===== config.mk =====
export PLATFORM = sky130hd
export DESIGN_NAME = pkt_client_top
export DESIGN_NICKNAME = d
export VERILOG_FILES = /design/src/hw/pkt_client_pkg.sv /design/src/hw/pkt_client_top.sv /design/src/hw/status_csr.sv /design/src/hw/pkt_check.sv /design/src/hw/axis_to_avst_rx.sv /design/src/hw/avst_to_axis_tx.sv /design/src/hw/pkt_gen.sv /design/src/hw/st_pipe_stage.sv
export VERILOG_INCLUDE_DIRS = /design/src /design/src/hw
export SDC_FILE = /design/constraint.sdc
export NUM_CORES = 1
export LEC_CHECK = 0
export BUFFER_PORTS_ARGS = -buffer_cell sky130_fd_sc_hd__buf_2
export CAP_MARGIN = 40
export CORE_ASPECT_RATIO = 1.75
export CORE_MARGIN = 4
export CORE_UTILIZATION = 50
export CTS_CLUSTER_SIZE = 24
export DETAILED_ROUTE_END_ITERATION = 10
export PLACE_DENSITY = 0.72
export SYNTH_ARGS = -nofsm -noshare
export SYNTH_HDL_FRONTEND = slang
export SYNTH_SLANG_ARGS = --single-unit

===== constraint.sdc =====
create_clock -name app_ss_lite_clk -period 6.26 [get_ports app_ss_lite_clk]
set_input_delay 0.313 -clock app_ss_lite_clk [delete_from_list [all_inputs] [get_ports app_ss_lite_clk]]
set_output_delay 0.313 -clock app_ss_lite_clk [all_outputs]
set_load 0.01 [all_outputs]

===== src/hw/pkt_client_consts.svh =====
// stream widths, frame length limits and status register word addresses
`ifndef PKT_CLIENT_CONSTS_SVH
`define PKT_CLIENT_CONSTS_SVH

// stream beat layout, 8 byte lanes
`define PKT_DATA_W   64
`define PKT_EMPTY_W  3
`define PKT_KEEP_W   8

// legal frame lengths in bytes
`define PKT_LEN_MIN  8
`define PKT_LEN_MAX  1518
`define PKT_LEN_W    11
`define PKT_CNT_W    16

// wishbone slave port
`define WB_ADR_W     4
`define WB_DAT_W     32

// register word addresses
`define REG_CTRL     4'd0
`define REG_LEN      4'd1
`define REG_TXCNT    4'd2
`define REG_RXGOOD   4'd3
`define REG_RXBAD    4'd4
`define REG_STAT     4'd5

`endif

===== src/hw/pkt_client_pkg.sv =====
// beat, generator config, frame counter and wishbone struct types
`include "pkt_client_consts.svh"

package pkt_client_pkg;

  // sop-aligned beat, lane 0 in the low byte
  typedef struct packed {
    logic [`PKT_DATA_W-1:0]  data;
    logic                    sop;
    logic                    eop;
    logic [`PKT_EMPTY_W-1:0] empty;
  } avst_beat_t;

  // axi-stream beat toward the mac
  typedef struct packed {
    logic [`PKT_DATA_W-1:0] data;
    logic [`PKT_KEEP_W-1:0] keep;
    logic                   last;
  } axis_beat_t;

  // start is a single cycle pulse
  typedef struct packed {
    logic                   start;
    logic [`PKT_CNT_W-1:0]  frames;
    logic [`PKT_LEN_W-1:0]  len;
  } gen_cfg_t;

  typedef struct packed {
    logic [`PKT_CNT_W-1:0] tx_frames;
    logic [`PKT_CNT_W-1:0] rx_good;
    logic [`PKT_CNT_W-1:0] rx_bad;
  } pkt_counts_t;

  typedef struct packed {
    logic                 cyc;
    logic                 stb;
    logic                 we;
    logic [`WB_ADR_W-1:0] adr;
    logic [`WB_DAT_W-1:0] dat;
  } wb_req_t;

  typedef struct packed {
    logic                 ack;
    logic [`WB_DAT_W-1:0] dat;
  } wb_rsp_t;

endpackage


===== src/hw/pkt_client_top.sv =====
// packet client top with reset conditioning, tx/rx stream paths and status block
`timescale 1ns/1ns
`include "pkt_client_consts.svh"

module pkt_client_top (
  input  logic                       app_ss_lite_clk,
  input  logic                       i_rst,
  input  logic                       i_tx_pll_locked,
  input  pkt_client_pkg::wb_req_t    i_wb,
  output pkt_client_pkg::wb_rsp_t    o_wb,
  output pkt_client_pkg::axis_beat_t o_axis_tx,
  output logic                       o_axis_tx_valid,
  input  logic                       i_axis_tx_ready,
  input  pkt_client_pkg::axis_beat_t i_axis_rx,
  input  logic                       i_axis_rx_valid,
  output logic                       o_axis_rx_ready
);

  logic [1:0]                  lock_sync;
  logic                        rst_q;
  logic                        chk_rst;
  pkt_client_pkg::gen_cfg_t    cfg;
  pkt_client_pkg::pkt_counts_t counts;
  logic                        busy;
  logic                        gen_valid;
  logic                        gen_ready;
  pkt_client_pkg::avst_beat_t  gen_beat;
  logic                        rx_valid;
  pkt_client_pkg::avst_beat_t  rx_beat;
  logic [`PKT_CNT_W-1:0]       tx_frames;
  logic [`PKT_CNT_W-1:0]       rx_good;
  logic [`PKT_CNT_W-1:0]       rx_bad;

  // ------------------------------------------------------------------
  // reset conditioning
  // ------------------------------------------------------------------
  // pll lock is async, two flops before use
  always_ff @(posedge app_ss_lite_clk) begin
    lock_sync <= {lock_sync[0], i_tx_pll_locked};
    rst_q     <= i_rst || !lock_sync[1];
  end

  // checker restarts its frame index and counts with each run
  assign chk_rst = rst_q || cfg.start;

  // ------------------------------------------------------------------
  // tx path
  // ------------------------------------------------------------------
  pkt_gen i_pkt_gen (
    .app_ss_lite_clk (app_ss_lite_clk),
    .i_rst           (rst_q),
    .i_cfg           (cfg),
    .o_valid         (gen_valid),
    .o_beat          (gen_beat),
    .i_ready         (gen_ready),
    .o_busy          (busy),
    .o_tx_frames     (tx_frames)
  );

  avst_to_axis_tx i_avst_to_axis_tx (
    .app_ss_lite_clk (app_ss_lite_clk),
    .i_rst           (rst_q),
    .i_valid         (gen_valid),
    .i_beat          (gen_beat),
    .o_ready         (gen_ready),
    .o_valid         (o_axis_tx_valid),
    .o_beat          (o_axis_tx),
    .i_ready         (i_axis_tx_ready)
  );

  // ------------------------------------------------------------------
  // rx path
  // ------------------------------------------------------------------
  axis_to_avst_rx i_axis_to_avst_rx (
    .app_ss_lite_clk (app_ss_lite_clk),
    .i_rst           (rst_q),
    .i_valid         (i_axis_rx_valid),
    .i_beat          (i_axis_rx),
    .o_ready         (o_axis_rx_ready),
    .o_valid         (rx_valid),
    .o_beat          (rx_beat)
  );

  pkt_check i_pkt_check (
    .app_ss_lite_clk (app_ss_lite_clk),
    .i_rst           (chk_rst),
    .i_valid         (rx_valid),
    .i_beat          (rx_beat),
    .o_rx_good       (rx_good),
    .o_rx_bad        (rx_bad)
  );

  // counters gathered for the status block
  assign counts.tx_frames = tx_frames;
  assign counts.rx_good   = rx_good;
  assign counts.rx_bad    = rx_bad;

  status_csr i_status_csr (
    .app_ss_lite_clk (app_ss_lite_clk),
    .i_rst           (rst_q),
    .i_wb            (i_wb),
    .o_wb            (o_wb),
    .o_cfg           (cfg),
    .i_counts        (counts),
    .i_busy          (busy)
  );

endmodule


===== src/hw/status_csr.sv =====
// wishbone classic slave with generator control and frame counter registers
`timescale 1ns/1ns
`include "pkt_client_consts.svh"

module status_csr (
  input  logic                        app_ss_lite_clk,
  input  logic                        i_rst,
  input  pkt_client_pkg::wb_req_t     i_wb,
  output pkt_client_pkg::wb_rsp_t     o_wb,
  output pkt_client_pkg::gen_cfg_t    o_cfg,
  input  pkt_client_pkg::pkt_counts_t i_counts,
  input  logic                        i_busy
);

  logic [`PKT_CNT_W-1:0] frames_q;
  logic [`PKT_LEN_W-1:0] len_q;
  logic                  start_q;
  logic                  started_q;
  logic                  ack_q;
  logic [`WB_DAT_W-1:0]  dat_q;
  logic [`WB_DAT_W-1:0]  rd_data;
  logic                  req;

  // new request, not the tail of one already acked
  assign req = i_wb.cyc && i_wb.stb && !ack_q;

  always_comb begin
    case (i_wb.adr)
      `REG_CTRL:   rd_data = {frames_q, 16'h0};
      `REG_LEN:    rd_data = {{(`WB_DAT_W-`PKT_LEN_W){1'b0}}, len_q};
      `REG_TXCNT:  rd_data = {16'h0, i_counts.tx_frames};
      `REG_RXGOOD: rd_data = {16'h0, i_counts.rx_good};
      `REG_RXBAD:  rd_data = {16'h0, i_counts.rx_bad};
      // done once a run was started and has drained
      `REG_STAT:   rd_data = {30'h0, i_busy, started_q && !i_busy};
      default:     rd_data = '0;
    endcase
  end

  always_ff @(posedge app_ss_lite_clk) begin
    if (i_rst) begin
      frames_q  <= '0;
      len_q     <= '0;
      start_q   <= 1'b0;
      started_q <= 1'b0;
      ack_q     <= 1'b0;
    end else begin
      ack_q     <= req;
      start_q   <= 1'b0;
      started_q <= started_q || start_q;
      if (req && i_wb.we) begin
        case (i_wb.adr)
          `REG_CTRL: begin
            // frame count high half, start in bit 0
            frames_q <= i_wb.dat[31:16];
            start_q  <= i_wb.dat[0];
          end
          `REG_LEN: len_q <= i_wb.dat[`PKT_LEN_W-1:0];
          default: ;
        endcase
      end
    end
  end

  always_ff @(posedge app_ss_lite_clk) begin
    dat_q <= rd_data;
  end

  assign o_wb.ack     = ack_q;
  assign o_wb.dat     = dat_q;
  assign o_cfg.start  = start_q;
  assign o_cfg.frames = frames_q;
  assign o_cfg.len    = len_q;

  // master keeps the strobe up until it sees ack
  a_ack_in_cycle: assert property (@(posedge app_ss_lite_clk) disable iff (i_rst)
    o_wb.ack |-> i_wb.cyc && i_wb.stb)
    else $error("wishbone ack outside a bus cycle");

endmodule


===== src/hw/pkt_check.sv =====
// received frame pattern and length checker with good and bad counters
`timescale 1ns/1ns
`include "pkt_client_consts.svh"

module pkt_check (
  input  logic                       app_ss_lite_clk,
  input  logic                       i_rst,
  input  logic                       i_valid,
  input  pkt_client_pkg::avst_beat_t i_beat,
  output logic [`PKT_CNT_W-1:0]      o_rx_good,
  output logic [`PKT_CNT_W-1:0]      o_rx_bad
);

  logic [7:0]             idx_q;
  logic [`PKT_LEN_W-1:0]  off_q;
  logic                   err_q;
  logic [`PKT_LEN_W-1:0]  base;
  logic [`PKT_LEN_W-1:0]  frame_len;
  logic [`PKT_KEEP_W-1:0] lane_en;
  logic                   mismatch;
  logic                   bad;

  always_comb begin
    // sop restarts the byte offset
    base      = i_beat.sop ? '0 : off_q;
    lane_en   = i_beat.eop ? ({`PKT_KEEP_W{1'b1}} >> i_beat.empty)
                           : {`PKT_KEEP_W{1'b1}};
    frame_len = base + `PKT_KEEP_W - i_beat.empty;
    mismatch  = 1'b0;
    // compare every live lane against n + k
    for (int i = 0; i < `PKT_KEEP_W; i++) begin
      if (lane_en[i] && (i_beat.data[8*i +: 8] != idx_q + base[7:0] + 8'(i))) begin
        mismatch = 1'b1;
      end
    end
    // runt frames count as bad too
    bad = err_q || mismatch || (frame_len < `PKT_LEN_MIN);
  end

  always_ff @(posedge app_ss_lite_clk) begin
    if (i_rst) begin
      idx_q     <= '0;
      off_q     <= '0;
      err_q     <= 1'b0;
      o_rx_good <= '0;
      o_rx_bad  <= '0;
    end else if (i_valid) begin
      if (i_beat.eop) begin
        idx_q <= idx_q + 1'b1;
        off_q <= '0;
        err_q <= 1'b0;
        if (bad) begin
          o_rx_bad <= o_rx_bad + 1'b1;
        end else begin
          o_rx_good <= o_rx_good + 1'b1;
        end
      end else begin
        // error sticks until the frame closes
        off_q <= base + `PKT_LEN_W'(`PKT_KEEP_W);
        err_q <= err_q || mismatch;
      end
    end
  end

endmodule


===== src/hw/axis_to_avst_rx.sv =====
// axi-stream to sop-aligned rx bridge with a one-cycle skid stage
`timescale 1ns/1ns
`include "pkt_client_consts.svh"

module axis_to_avst_rx (
  input  logic                       app_ss_lite_clk,
  input  logic                       i_rst,
  input  logic                       i_valid,
  input  pkt_client_pkg::axis_beat_t i_beat,
  output logic                       o_ready,
  output logic                       o_valid,
  output pkt_client_pkg::avst_beat_t o_beat
);

  pkt_client_pkg::avst_beat_t avst_in;
  logic                       sop_next;
  logic [3:0]                 holes;

  always_comb begin
    // unused high lanes on the last beat
    holes = '0;
    for (int i = 0; i < `PKT_KEEP_W; i++) begin
      holes = holes + {3'b0, !i_beat.keep[i]};
    end
    avst_in.data  = i_beat.data;
    avst_in.sop   = sop_next;
    avst_in.eop   = i_beat.last;
    avst_in.empty = i_beat.last ? holes[`PKT_EMPTY_W-1:0] : '0;
  end

  // checker side always ready
  st_pipe_stage #(
    .payload_t (pkt_client_pkg::avst_beat_t)
  ) i_st_pipe_stage (
    .app_ss_lite_clk (app_ss_lite_clk),
    .i_rst           (i_rst),
    .i_valid         (i_valid),
    .i_data          (avst_in),
    .o_ready         (o_ready),
    .o_valid         (o_valid),
    .o_data          (o_beat),
    .i_ready         (1'b1)
  );

  // next accepted beat starts a frame after reset or last
  always_ff @(posedge app_ss_lite_clk) begin
    if (i_rst) begin
      sop_next <= 1'b1;
    end else if (i_valid && o_ready) begin
      sop_next <= i_beat.last;
    end
  end

  // partial keep only allowed on the closing beat
  a_keep_full: assert property (@(posedge app_ss_lite_clk) disable iff (i_rst)
    i_valid && !i_beat.last |-> &i_beat.keep)
    else $error("rx keep not full on a non-last beat");

endmodule


===== src/hw/avst_to_axis_tx.sv =====
// sop-aligned to axi-stream tx bridge with a one-cycle skid stage
`timescale 1ns/1ns
`include "pkt_client_consts.svh"

module avst_to_axis_tx (
  input  logic                       app_ss_lite_clk,
  input  logic                       i_rst,
  input  logic                       i_valid,
  input  pkt_client_pkg::avst_beat_t i_beat,
  output logic                       o_ready,
  output logic                       o_valid,
  output pkt_client_pkg::axis_beat_t o_beat,
  input  logic                       i_ready
);

  pkt_client_pkg::axis_beat_t axis_in;
  logic                       in_frame;

  // eop becomes last, empty becomes a low-lane keep mask
  always_comb begin
    axis_in.data = i_beat.data;
    axis_in.last = i_beat.eop;
    axis_in.keep = i_beat.eop ? ({`PKT_KEEP_W{1'b1}} >> i_beat.empty)
                              : {`PKT_KEEP_W{1'b1}};
  end

  st_pipe_stage #(
    .payload_t (pkt_client_pkg::axis_beat_t)
  ) i_st_pipe_stage (
    .app_ss_lite_clk (app_ss_lite_clk),
    .i_rst           (i_rst),
    .i_valid         (i_valid),
    .i_data          (axis_in),
    .o_ready         (o_ready),
    .o_valid         (o_valid),
    .o_data          (o_beat),
    .i_ready         (i_ready)
  );

  // open frame tracker on the input side
  always_ff @(posedge app_ss_lite_clk) begin
    if (i_rst) begin
      in_frame <= 1'b0;
    end else if (i_valid && o_ready) begin
      in_frame <= !i_beat.eop;
    end
  end

  // sop exactly on the first beat of each frame
  a_sop_framing: assert property (@(posedge app_ss_lite_clk) disable iff (i_rst)
    i_valid |-> (i_beat.sop != in_frame))
    else $error("tx sop does not match frame boundary");

endmodule


===== src/hw/pkt_gen.sv =====
// patterned frame generator on the sop-aligned tx stream
`timescale 1ns/1ns
`include "pkt_client_consts.svh"

module pkt_gen (
  input  logic                       app_ss_lite_clk,
  input  logic                       i_rst,
  input  pkt_client_pkg::gen_cfg_t   i_cfg,
  output logic                       o_valid,
  output pkt_client_pkg::avst_beat_t o_beat,
  input  logic                       i_ready,
  output logic                       o_busy,
  output logic [`PKT_CNT_W-1:0]      o_tx_frames
);

  logic [`PKT_LEN_W-1:0] len_q;
  logic [`PKT_LEN_W-1:0] len_clamp;
  logic [`PKT_LEN_W-1:0] off_q;
  logic [`PKT_LEN_W-1:0] remain;
  logic [`PKT_LEN_W-1:0] gap;
  logic [`PKT_CNT_W-1:0] left_q;
  logic                  start;
  logic                  accept;

  // start ignored while a run is going
  assign start  = i_cfg.start && !o_busy;
  assign accept = o_valid && i_ready;
  assign o_valid = o_busy;

  // configured length forced into the legal range
  assign len_clamp = (i_cfg.len < `PKT_LEN_MIN) ? `PKT_LEN_W'(`PKT_LEN_MIN) :
                     (i_cfg.len > `PKT_LEN_MAX) ? `PKT_LEN_W'(`PKT_LEN_MAX) : i_cfg.len;

  // ------------------------------------------------------------------
  // beat build
  // ------------------------------------------------------------------
  assign remain = len_q - off_q;
  assign gap    = `PKT_KEEP_W - remain;

  always_comb begin
    o_beat.sop   = (off_q == '0);
    o_beat.eop   = (remain <= `PKT_KEEP_W);
    o_beat.empty = o_beat.eop ? gap[`PKT_EMPTY_W-1:0] : '0;
    // byte k of frame n is n + k, frame index from the tx count
    for (int i = 0; i < `PKT_KEEP_W; i++) begin
      o_beat.data[8*i +: 8] = o_tx_frames[7:0] + off_q[7:0] + 8'(i);
    end
  end

  // ------------------------------------------------------------------
  // frame and offset counters
  // ------------------------------------------------------------------
  always_ff @(posedge app_ss_lite_clk) begin
    if (i_rst) begin
      o_busy      <= 1'b0;
      off_q       <= '0;
      left_q      <= '0;
      o_tx_frames <= '0;
    end else if (start) begin
      // zero frames requested means nothing to send
      o_busy      <= (i_cfg.frames != '0);
      off_q       <= '0;
      left_q      <= i_cfg.frames;
      o_tx_frames <= '0;
    end else if (accept) begin
      if (o_beat.eop) begin
        off_q       <= '0;
        left_q      <= left_q - 1'b1;
        o_tx_frames <= o_tx_frames + 1'b1;
        o_busy      <= (left_q != 1);
      end else begin
        off_q <= off_q + `PKT_LEN_W'(`PKT_KEEP_W);
      end
    end
  end

  always_ff @(posedge app_ss_lite_clk) begin
    if (start) begin
      len_q <= len_clamp;
    end
  end

  // emitted length as seen by the receiver
  a_len_legal: assert property (@(posedge app_ss_lite_clk) disable iff (i_rst)
    o_valid && o_beat.eop |->
      (off_q + `PKT_KEEP_W - o_beat.empty) inside {[`PKT_LEN_MIN:`PKT_LEN_MAX]})
    else $error("generated frame length out of range");

endmodule


===== src/hw/st_pipe_stage.sv =====
// two-entry valid/ready skid stage with a type-parameterised payload
`timescale 1ns/1ns

module st_pipe_stage #(
  parameter type payload_t = logic
) (
  input  logic     app_ss_lite_clk,
  input  logic     i_rst,
  input  logic     i_valid,
  input  payload_t i_data,
  output logic     o_ready,
  output logic     o_valid,
  output payload_t o_data,
  input  logic     i_ready
);

  payload_t skid_data;
  logic     skid_valid;
  logic     out_load;

  // output register free or draining this cycle
  assign out_load = !o_valid || i_ready;
  // ready from a flop only, never from i_ready
  assign o_ready  = !skid_valid;

  always_ff @(posedge app_ss_lite_clk) begin
    if (i_rst) begin
      o_valid    <= 1'b0;
      skid_valid <= 1'b0;
    end else if (out_load) begin
      // skid beat goes first to keep order
      o_valid    <= skid_valid || i_valid;
      skid_valid <= 1'b0;
    end else if (i_valid && o_ready) begin
      // stalled downstream, park the beat
      skid_valid <= 1'b1;
    end
  end

  always_ff @(posedge app_ss_lite_clk) begin
    if (out_load) begin
      o_data <= skid_valid ? skid_data : i_data;
    end
    if (!skid_valid) begin
      skid_data <= i_data;
    end
  end

  // producer holds a beat the stage has not taken yet
  a_hold_stable: assert property (@(posedge app_ss_lite_clk) disable iff (i_rst)
    i_valid && !o_ready |=> i_valid && $stable(i_data))
    else $error("pipe stage input changed before it was taken");

endmodule


==> flow_metrics.py, run 1 <==
metrics = {
    "placed_design": {
        "port_buffers": 218,
        "dp_hpwl_um": 30700,
        "placed_cell_area_mm2": 0.0188,
        "routabilityCongestion": 0.917,
    },
    "critical_path": {
        "cp.depth": 20,
        "critPathCaptureType": "register",
        "path_cells": "buf_4, nor2b_1, ha_1, a21oi_1, o31ai_2, nor2_2, xnor2_4, inv_1, ha_1, a21oi_1, xor2_1, xnor2_1, nor4_1, o2111ai_1, o41ai_2, a21oi_2, nor4_4, buf_4, a31oi_1, a41o_1",
        "r2r-end": "i_pkt_check.o_rx_good[11]",
        "worstPathBufferInverterCount": 3,
        "cpPeakStageDelay_ns": 0.44,
        "critPathMaxFanout": 22,
        "r2r_setup_slack_ns": 0.84,
        "crit_family": "compound AO/OA/AOI/OAI gates",
        "setup.worst_path.start_class": "register",
        "path_class": "reg -> reg",
        "worst_path_max_delay_cell": "xnor2_4",
        "r2r_start": "i_axis_to_avst_rx.i_st_pipe_stage.skid_data[4]",
        "required_ns": 6.67,
        "cp_data_arrival_time_ns": 5.83,
        "r2r_cells": 20,
    },
    "route": {
        "via_per_inst": 5.41,
        "first_iter_violations": 636,
        "dr.pass1.iters": 7,
        "drc": 0,
        "post_drt_wl_per_cell_um": 17.3,
        "wirelength_um": 43100,
        "antenna_left": 0,
        "dr_total_vias": 13500,
    },
    "floorplanning": {
        "die_y_um": 254,
        "pin_count": 225,
        "fp.dieW_um": 149,
        "rows": 89,
        "core_area_mm2": 0.0340,
        "die-area_mm2": 0.0377,
        "start_util": 0.509,
    },
    "timing": {
        "setup_viol_count_final": 0,
        "setup-tns-final_ns": 0,
        "finalHoldViolCount": 0,
        "drv_slew": 0,
        "fin_crit_sh": 0.866,
        "rsz0062_at_grt": "no",
        "layout_min_cycle_time_ns": 5.42,
        "finalClockSkew_ns": 0.0263,
        "timing.fmax_ghz": 0.185,
        "fin_hold_ws_ns": 0.0131,
        "relSlewSlack": 0.431,
        "worst_pin_slew_ns": 0.854,
    },
    "layout": {
        "fin_nets": 2192,
        "final_common_cell": "dfxtp_1",
        "drive_above_1_share": 0.166,
        "num-fill-cells": 2754,
        "final_area_mm2": 0.0208,
        "syn2layout_area_growth_pct": 20.2,
        "final_cell_mix": "302 x dfxtp_1, 218 x buf_2, 204 x nand2_1",
    },
    "cts": {
        "insertion_delay_ns": 0.54,
        "post_cts_buffers": 0,
        "clock_sinks": 388,
        "hold_buffers": 80,
        "htreeDepth": 2,
        "cts_buffers": 36,
        "clock_path_buffers": 3,
        "cts_tree": "built",
        "post_cts_resized": 0,
        "clkSlewWorstSetupHoldPaths_ns": 0.07,
        "clock_tree.root_cell": "clkbuf_16",
    },
    "yosys": {
        "syn-num-nets": 1924,
        "syn_inst": 1745,
        "synth.avg_cell_area_um2": 9.91,
        "synth_seq_area_share": 0.498,
        "yosysTopAreaCellShare": 0.352,
        "yosysTopAreaCell": "dfxtp_1",
        "yosysUniqueCellTypes": 93,
        "yosys_warnings": 0,
        "synth_area_leaders": "dfxtp_1 35%, edfxtp_1 15%, xnor2_1 5.5%, nand2_1 4.4%, ha_1 4.2%",
        "synth_edf_count": 84,
        "ys_async_sr_fraction": 0,
        "ys_seq_elements": 388,
        "syn-cell-area_mm2": 0.0173,
        "ys.flop_type": "dfxtp_1",
    },
    "pwr": {
        "p_int_mw": 3.94,
        "p_sw_mw": 1.09,
        "switching_share": 0.217,
        "share_comb_of_total_power": 0.045,
        "seq_power_share": 0.516,
        "p_per_area_mw_per_mm2": 242,
        "clkPwrFrac": 0.438,
        "leakagePower_nw": 8.65,
        "peakVddDrop_mv": 0.233,
    },
    "min_path": {
        "hold_path.startpoint": "i_wb[18]",
        "whs_endpoint": "i_status_csr.frames_q[2]",
        "hp-class": "in -> reg",
        "holdPathStages": 3,
    },
    "global_routing": {
        "grt_start_max_net_pins": 97,
        "grt_pass1_vias": 13800,
        "grt_use_total": 0.228,
        "grt_overflow_total": 0,
        "grt_pass1_wl_um": 69300,
        "antenna_found_initial": 2,
    },
    "job": {
        "max_cap_viol_count": 0,
    },
    "status": {
        "status": "complete, no violations",
    },
}
-- sequential cells by signal, summed over array words and instances, names as in the netlist, 2 cells and up --
| signal | flops |
|---|---|
| lock_sync | 2 |
| i_pkt_check.off_q | 11 |
| i_pkt_gen.len_q | 11 |
| i_status_csr.dat_q | 32 |
| i_avst_to_axis_tx.i_st_pipe_stage.skid_data | 73 |
| i_status_csr.frames_q | 16 |
| i_pkt_check.o_rx_bad | 16 |
| i_axis_to_avst_rx.i_st_pipe_stage.skid_data | 69 |
| i_pkt_gen.o_tx_frames | 16 |
| i_status_csr.len_q | 11 |
| i_pkt_gen.left_q | 16 |
| i_pkt_gen.off_q | 8 |
| i_pkt_check.idx_q | 8 |
| i_avst_to_axis_tx.i_st_pipe_stage.o_data | 73 |
| i_pkt_check.o_rx_good | 16 |
-- final cells by class --
cell class	instances	area, um2	share of cell area
antenna	2	5.00	0.000241
clock buffer	43	967	0.0465
clock inverter	22	224	0.0108
inverter	77	289	0.0139
multi-input combinational	1193	8060	0.388
sequential	388	8610	0.414
tap	455	569	0.0274
timing repair buffer	317	2050	0.0989
-- power by group through the flow --
stage / clock (mW) / sequential, mW / combinational, mW
final: 2.21 / 2.60 / 0.228
after global routing: 2.35 / 2.60 / 0.249
after CTS: 2.25 / 2.60 / 0.223
after detailed placement: 0 / 2.65 / 0.184
after global placement: 0 / 2.65 / 0.178
after floorplan: 0 / 2.64 / 0.115
-- synth_stat cells, drive strengths merged, types with 13 or more instances --
cell type	instances
dfxtp	304
nand2	204
nor2	122
xnor2	111
a21oi	93
edfxtp	84
inv	75
o21ai	74
clkbuf	59
ha	58
xor2	56
nor3	41
nand3	39
or3	36
and2	34
mux2i	29
buf	28
nand2b	24
a22oi	22
nand4	22
and3	16
nor4	16
nor2b	14
a211oi	13
xnor3	13
-- worst max path at each step --
stage	startpoint	endpoint	slack [ns]
5_1_grt	i_axis_to_avst_rx.i_st_pipe_stage.skid_data[4]	i_pkt_check.o_rx_good[11]	0.61
6_report	i_axis_to_avst_rx.i_st_pipe_stage.skid_data[4]	i_pkt_check.o_rx_good[11]	0.84
3_3_place_gp	i_axis_to_avst_rx.i_st_pipe_stage.skid_data[4]	i_pkt_check.o_rx_good[11]	1.13
3_5_place_dp	i_axis_to_avst_rx.i_st_pipe_stage.skid_data[4]	i_pkt_check.o_rx_good[11]	0.96
4_1_cts	i_axis_to_avst_rx.i_st_pipe_stage.skid_data[4]	i_pkt_check.o_rx_good[11]	0.92
2_1_floorplan	i_axis_to_avst_rx.i_st_pipe_stage.skid_data[4]	i_pkt_check.o_rx_good[14]	1.69
-- per-layer routing --
layer | GRT usage | part of all wire
met1 | 0.230 | 0.35
met2 | 0.435 | 0.55
met3 | 0.0346 | 0.047
met4 | 0.132 | 0.059
met5 | 0 | 0
-- worst min-delay path, delay by kind of cell --
kind                   cells  cell delay, ns
buffers and inverters      1            0.10
and+or+nand+nor            1            0.05
AOI/OAI and AO/OA          1            0.05
-- cells by family after synthesis --
| group | count (synthesis) | synth area share |
|---|---|---|
| multiplexers | 37 | 0.0220 |
| flip-flops | 388 | 0.498 |
| XOR/XNOR | 181 | 0.105 |
| buffers and inverters | 164 | 0.0385 |
| AND/OR/NAND/NOR | 596 | 0.169 |
| other | 2 | 0.000434 |
| AO/OA/AOI/OAI | 315 | 0.121 |
| adder cells (fa/ha/maj) | 62 | 0.0466 |
-- per-stage QoR --
stage / worst slack (ns) / util / power (mW) / std cells
after floorplan: 1.69 / - / 2.76 / 1745
after global placement: 1.13 / 0.552 / 2.83 / 2347
after detailed placement: 0.959 / 0.553 / 2.84 / 2350
after CTS: 0.918 / 0.612 / 5.08 / 2495
after global routing: 0.607 / 0.612 / 5.20 / 2497
final: 0.840 / 0.612 / 5.03 / 2497
Note: power is estimated with default switching activity, not from simulation.
==> run 2: changes to the inputs <==
--- a/config.mk
+++ b/config.mk
@@ -9,7 +9,7 @@
 export BUFFER_PORTS_ARGS = -buffer_cell sky130_fd_sc_hd__buf_2
 export CAP_MARGIN = 40
 export CORE_ASPECT_RATIO = 1.75
-export CORE_MARGIN = 4
+export CORE_MARGIN = 1.5
 export CORE_UTILIZATION = 50
 export CTS_CLUSTER_SIZE = 24
 export DETAILED_ROUTE_END_ITERATION = 10
==> flow_metrics.py, run 2 (same netlist as run 1, synthesis figures left out) <==
metrics = {
    "layout": {
        "drive_above_1_share": 0.165,
        "fin_nets": 2183,
        "final_cell_mix": "302 x dfxtp_1, 218 x buf_2, 204 x nand2_1",
        "largestRegisters": "i_avst_to_axis_tx.i_st_pipe_stage.o_data (73), i_avst_to_axis_tx.i_st_pipe_stage.skid_data (73), i_axis_to_avst_rx.i_st_pipe_stage.skid_data (69)",
        "syn2layout_area_growth_pct": 19.3,
        "final_common_cell": "dfxtp_1",
    },
    "global_routing": {
        "grt_use_total": 0.238,
        "antenna_found_initial": 1,
        "grt_pass1_vias": 13400,
        "grt_start_max_net_pins": 102,
        "grt_overflow_total": 0,
        "grt_pass1_wl_um": 67200,
    },
    "critical_path": {
        "r2r-end": "i_pkt_check.o_rx_good[11]",
        "cp_common_cell": "ha_1",
        "startpoint": "i_axis_to_avst_rx.i_st_pipe_stage.skid_data[4]",
        "r2r_cells": 19,
        "cpPeakStageDelay_ns": 0.80,
        "critPathMaxFanout": 22,
        "r2r_start": "i_axis_to_avst_rx.i_st_pipe_stage.skid_data[4]",
        "setup.worst_path.start_class": "register",
        "required_ns": 6.68,
        "critPathCaptureType": "register",
        "path_class": "reg -> reg",
        "r2r_setup_slack_ns": 0.65,
        "path_cells": "nor2b_1, ha_1, o21ai_0, a221oi_4, nor2_2, xnor2_4, inv_1, ha_1, a21oi_1, xor2_1, xnor2_1, nor4_1, o2111ai_1, o41ai_2, a21oi_2, nor4_4, buf_4, a31oi_1, a41o_1",
        "cp_data_arrival_time_ns": 6.03,
        "worst_path_max_delay_cell": "dfxtp_1",
    },
    "route": {
        "wirelength_met1_um": 15000,
        "wl_met2_um": 23500,
        "drc": 0,
        "via_per_inst": 5.36,
        "wl_met3_um": 1640,
        "first_iter_violations": 638,
        "antenna_left": 0,
        "post_drt_wl_per_cell_um": 17.0,
        "dr.pass1.iters": 5,
        "dr_total_vias": 13400,
        "wirelength_um": 42400,
        "top_layer": "met4",
    },
    "timing": {
        "fin_hold_ws_ns": 0.00181,
        "drv_slew": 0,
        "fin_crit_sh": 0.897,
        "setup-tns-final_ns": 0,
        "relSlewSlack": 0.417,
        "finalHoldViolCount": 0,
        "timing.fmax_ghz": 0.178,
        "setup_viol_count_final": 0,
        "rsz0062_at_grt": "no",
        "layout_min_cycle_time_ns": 5.61,
        "worst_pin_slew_ns": 0.874,
        "finalClockSkew_ns": 0.0234,
    },
    "cts": {
        "clock_sinks": 388,
        "htreeDepth": 2,
        "cts_buffers": 35,
        "cts_tree": "built",
        "post_cts_buffers": 0,
        "insertion_delay_ns": 0.55,
        "clock_path_buffers": 3,
        "clkSlewWorstSetupHoldPaths_ns": 0.07,
        "clock_tree.root_cell": "clkbuf_16",
    },
    "floorplanning": {
        "die_y_um": 249,
        "fp.dieW_um": 144,
        "start_util": 0.505,
        "core_area_mm2": 0.0342,
        "die-area_mm2": 0.0358,
        "pin_count": 225,
        "rows": 90,
    },
    "status": {
        "status": "complete, no violations",
    },
    "pwr": {
        "p_per_area_mw_per_mm2": 239,
        "peakVddDrop_mv": 0.263,
        "leakagePower_nw": 8.58,
    },
    "placed_design": {
        "dp_hpwl_um": 30000,
        "routabilityCongestion": 0.906,
        "port_buffers": 218,
    },
    "min_path": {
        "hp-class": "in -> reg",
        "hold_path.startpoint": "i_wb[4]",
        "holdPathStages": 3,
        "whs_endpoint": "i_status_csr.len_q[4]",
    },
    "job": {
        "max_cap_viol_count": 0,
    },
}
-- run 2: changes by cell type in the layout (fill, tap and decap cells not counted), moves of 2 or more --
cell,previous run,this run
clkbuf_8,4,1
bufinv_16,3,1
clkbuf_1,3,5
dlygate4sd3_1,80,73
-- run 2: final cells by class --
cell class              count  area [um2]
flip-flops and latches    388        8610
clock inverters            21         173
clock buffers              43         958
fillers                  2868       13600
inverters                  77         289
multi-input cells        1193        8060
repair buffers            309        1960
well taps                 460         576
diodes                      1        2.50
-- run 2: worst max path at each step --
| stage | cells past startpoint | endpoint | slack (ns) |
|---|---|---|---|
| CTS | 19 | i_pkt_check.o_rx_good[11] | 0.74 |
| detailed placement | 19 | i_pkt_check.o_rx_good[11] | 0.79 |
| finish | 19 | i_pkt_check.o_rx_good[11] | 0.65 |
| global placement | 19 | i_pkt_check.o_rx_good[11] | 0.90 |
| floorplan | 22 | i_pkt_check.o_rx_good[14] | 1.69 |
| global route | 19 | i_pkt_check.o_rx_good[4] | 0.29 |
-- run 2: through the flow --
stage	setup slack (ns)	instance area (um2)	power [mW]	instances	utilization
floorplan	1.69	17300	2.76	1745	-
global placement	0.899	18800	2.83	2353	0.548
CTS	0.743	20600	4.97	2491	0.603
detailed placement	0.788	18800	2.84	2354	0.548
finish	0.648	20600	4.93	2492	0.603
global route	0.290	20600	5.09	2492	0.603
-- run 2: worst max-delay path: cells and delay by family, from the launching register on --
kind                       cells  cell delay [ns]
AOI/OAI and AO/OA              8             1.81
xor gates and xnor gates       3             0.56
adders and majority gates      2             0.62
buffers and inverters          2             0.44
DFF                            1             0.80
and+or+nand+nor                4             1.25
-- run 2: power breakdown --
| group | internal (mW) | switching (mW) | total (mW) |
|---|---|---|---|
| Clock | 1.15 | 0.956 | 2.11 |
| Sequential | 2.57 | 0.0249 | 2.60 |
| Combinational | 0.119 | 0.104 | 0.223 |
-- run 2: what timing repair did --
action,in CTS,in global routing
hold buffers,73,0
resized for setup,0,0
hold endpoints to repair,74,0
-- run 2: routing by layer --
layer	up-vias	track usage
li1	6593	-
met1	6285	0.242
met3	128	0.0333
met4	0	0.125
met2	355	0.455
met5	-	0
==> run 3: changes to the inputs <==
--- a/config.mk
+++ b/config.mk
@@ -13,6 +13,7 @@
 export CORE_UTILIZATION = 50
 export CTS_CLUSTER_SIZE = 24
 export DETAILED_ROUTE_END_ITERATION = 10
+export MAX_ROUTING_LAYER = met4
 export PLACE_DENSITY = 0.72
 export SYNTH_ARGS = -nofsm -noshare
 export SYNTH_HDL_FRONTEND = slang
==> flow_metrics.py, run 3 (same netlist as run 1, synthesis figures left out) <==
metrics = {
    "status": {
        "status": "complete, no violations",
    },
    "cts": {
        "cts_tree": "built",
        "htreeDepth": 2,
        "insertion_delay_ns": 0.54,
        "hold_buffers": 72,
        "post_cts_buffers": 0,
        "cts_buffers": 35,
        "clock_tree.root_cell": "clkbuf_16",
        "post_cts_resized": 0,
        "clock_sinks": 388,
        "clkSlewWorstSetupHoldPaths_ns": 0.07,
        "clock_path_buffers": 3,
    },
    "global_routing": {
        "antenna_found_initial": 2,
        "grt_use_total": 0.247,
        "grt_pass1_vias": 13600,
        "grt_overflow_total": 0,
        "grt_start_max_net_pins": 101,
        "grt_pass1_wl_um": 68000,
    },
    "timing": {
        "finalClockSkew_ns": 0.0189,
        "finalHoldViolCount": 0,
        "relSlewSlack": 0.430,
        "layout_min_cycle_time_ns": 5.34,
        "timing.fmax_ghz": 0.187,
        "setup_viol_count_final": 0,
        "fin_crit_sh": 0.853,
        "setup-tns-final_ns": 0,
        "drv_slew": 0,
        "worst_pin_slew_ns": 0.855,
        "rsz0062_at_grt": "no",
    },
    "critical_path": {
        "required_ns": 6.69,
        "cpPeakStageDelay_ns": 0.55,
        "path_cells": "nor2b_1, ha_1, a21oi_1, o31ai_2, nor2_2, xnor2_4, inv_1, ha_1, a21oi_1, xor2_1, xnor2_1, nor3_1, nand3_1, o41ai_1, o2111ai_1, nor4_4, buf_4, a31oi_1, a41o_1",
        "critPathCaptureType": "register",
        "critPathMaxFanout": 22,
        "setup.worst_path.start_class": "register",
        "worst_path_max_delay_cell": "o41ai_1",
        "path_class": "reg -> reg",
        "cp_data_arrival_time_ns": 5.76,
    },
    "layout": {
        "final_cell_mix": "302 x dfxtp_1, 218 x buf_2, 204 x nand2_1",
        "fin_nets": 2185,
        "num-fill-cells": 2845,
        "drive_above_1_share": 0.168,
        "largestRegisters": "i_avst_to_axis_tx.i_st_pipe_stage.o_data (73), i_avst_to_axis_tx.i_st_pipe_stage.skid_data (73), i_axis_to_avst_rx.i_st_pipe_stage.skid_data (69)",
        "final_cells": 2495,
        "syn2layout_area_growth_pct": 20.3,
        "final_common_cell": "dfxtp_1",
    },
    "route": {
        "dr_total_vias": 13500,
        "dr.pass1.iters": 5,
        "via_per_inst": 5.41,
        "post_drt_wl_per_cell_um": 17.2,
        "first_iter_violations": 754,
        "antenna_left": 0,
        "wirelength_um": 42900,
        "drc": 0,
    },
    "placed_design": {
        "port_buffers": 218,
        "placed_cells": 2357,
        "dp_hpwl_um": 30400,
        "routabilityCongestion": 0.930,
    },
    "pwr": {
        "peakVddDrop_mv": 0.234,
        "leakagePower_nw": 8.65,
        "p_per_area_mw_per_mm2": 247,
    },
    "min_path": {
        "hp-class": "in -> reg",
    },
    "floorplanning": {
        "pin_count": 225,
        "die_y_um": 249,
        "fp.dieW_um": 144,
        "core_area_mm2": 0.0342,
        "start_util": 0.505,
        "rows": 90,
        "die-area_mm2": 0.0358,
    },
    "job": {
        "max_cap_viol_count": 0,
    },
}
[run 3: cell count changes in the layout (fill, tap and decap cells not counted), sizes merged]
cell	previous run	this run
clkinvlp	3	4
buf	236	239
dlygate4sd3	73	72
clkinv	15	9
bufinv	1	5
inv	79	80
diode	1	2
[run 3: layout make-up]
cell class                 instances  area [um2]  share of cell area
antenna                            2        5.00            0.000241
clock buffer                      43         977              0.0470
clock inverter                    21         282              0.0135
inverter                          77         289              0.0139
multi-input combinational       1193        8060               0.387
sequential                       388        8610               0.414
tap                              460         576              0.0277
timing repair buffer             311        2000              0.0962
[run 3: power breakdown]
| part | total (mW) | switching [mW] | internal [mW] |
|---|---|---|---|
| logic | 0.223 | 0.105 | 0.118 |
| registers | 2.60 | 0.0236 | 2.57 |
| clock network | 2.33 | 0.985 | 1.34 |
| total | 5.15 | 1.11 | 4.03 |
[run 3: metal layers]
layer,vias to the layer above,global-route usage,routed length [um]
met3,151,0.0340,1860
met2,430,0.459,23500
met5,-,-,0
met1,6315,0.241,15100
li1,6596,-,-
met4,0,0.136,2470
[run 3: worst max-delay path, delay by kind of cell, from the launching register on]
| kind | cells | cell delay, ns |
|---|---|---|
| AND/OR/NAND/NOR | 5 | 0.99 |
| AO/OA/AOI/OAI | 7 | 2.09 |
| buffers and inverters | 2 | 0.44 |
| flip-flops | 1 | 0.32 |
| XOR/XNOR | 3 | 0.73 |
| adder cells (fa/ha/maj) | 2 | 0.63 |
[run 3: path summary, 6_finish.rpt]
| kind | startpoint | endpoint | slack (ns) | depth (start not counted) |
|---|---|---|---|---|
| setup / recovery | i_pkt_check.off_q[0] | i_pkt_check.o_rx_good[9] | 0.92 | 19 |
| hold reg to reg | lock_sync[0] | lock_sync[1] | 0.34 | 0 |
| setup reg to reg | i_pkt_check.off_q[0] | i_pkt_check.o_rx_good[9] | 0.92 | 19 |
| hold / removal | i_wb[10] | i_status_csr.len_q[10] | 0.009 | 3 |
[run 3: metrics by stage]
stage          worst slack [ns]  cell area [um2]   util  hold WS [ns]  power (mW)
2_1_floorplan              1.69            17300      -         0.310        2.76
3_3_place_gp               1.28            18800  0.548         0.318        2.83
3_5_place_dp               1.16            18800  0.550         0.328        2.84
4_1_cts                    1.12            20800  0.608      0.000218        5.19
5_1_grt                   0.422            20800  0.608       0.00953        5.31
6_report                  0.923            20800  0.608       0.00860        5.15
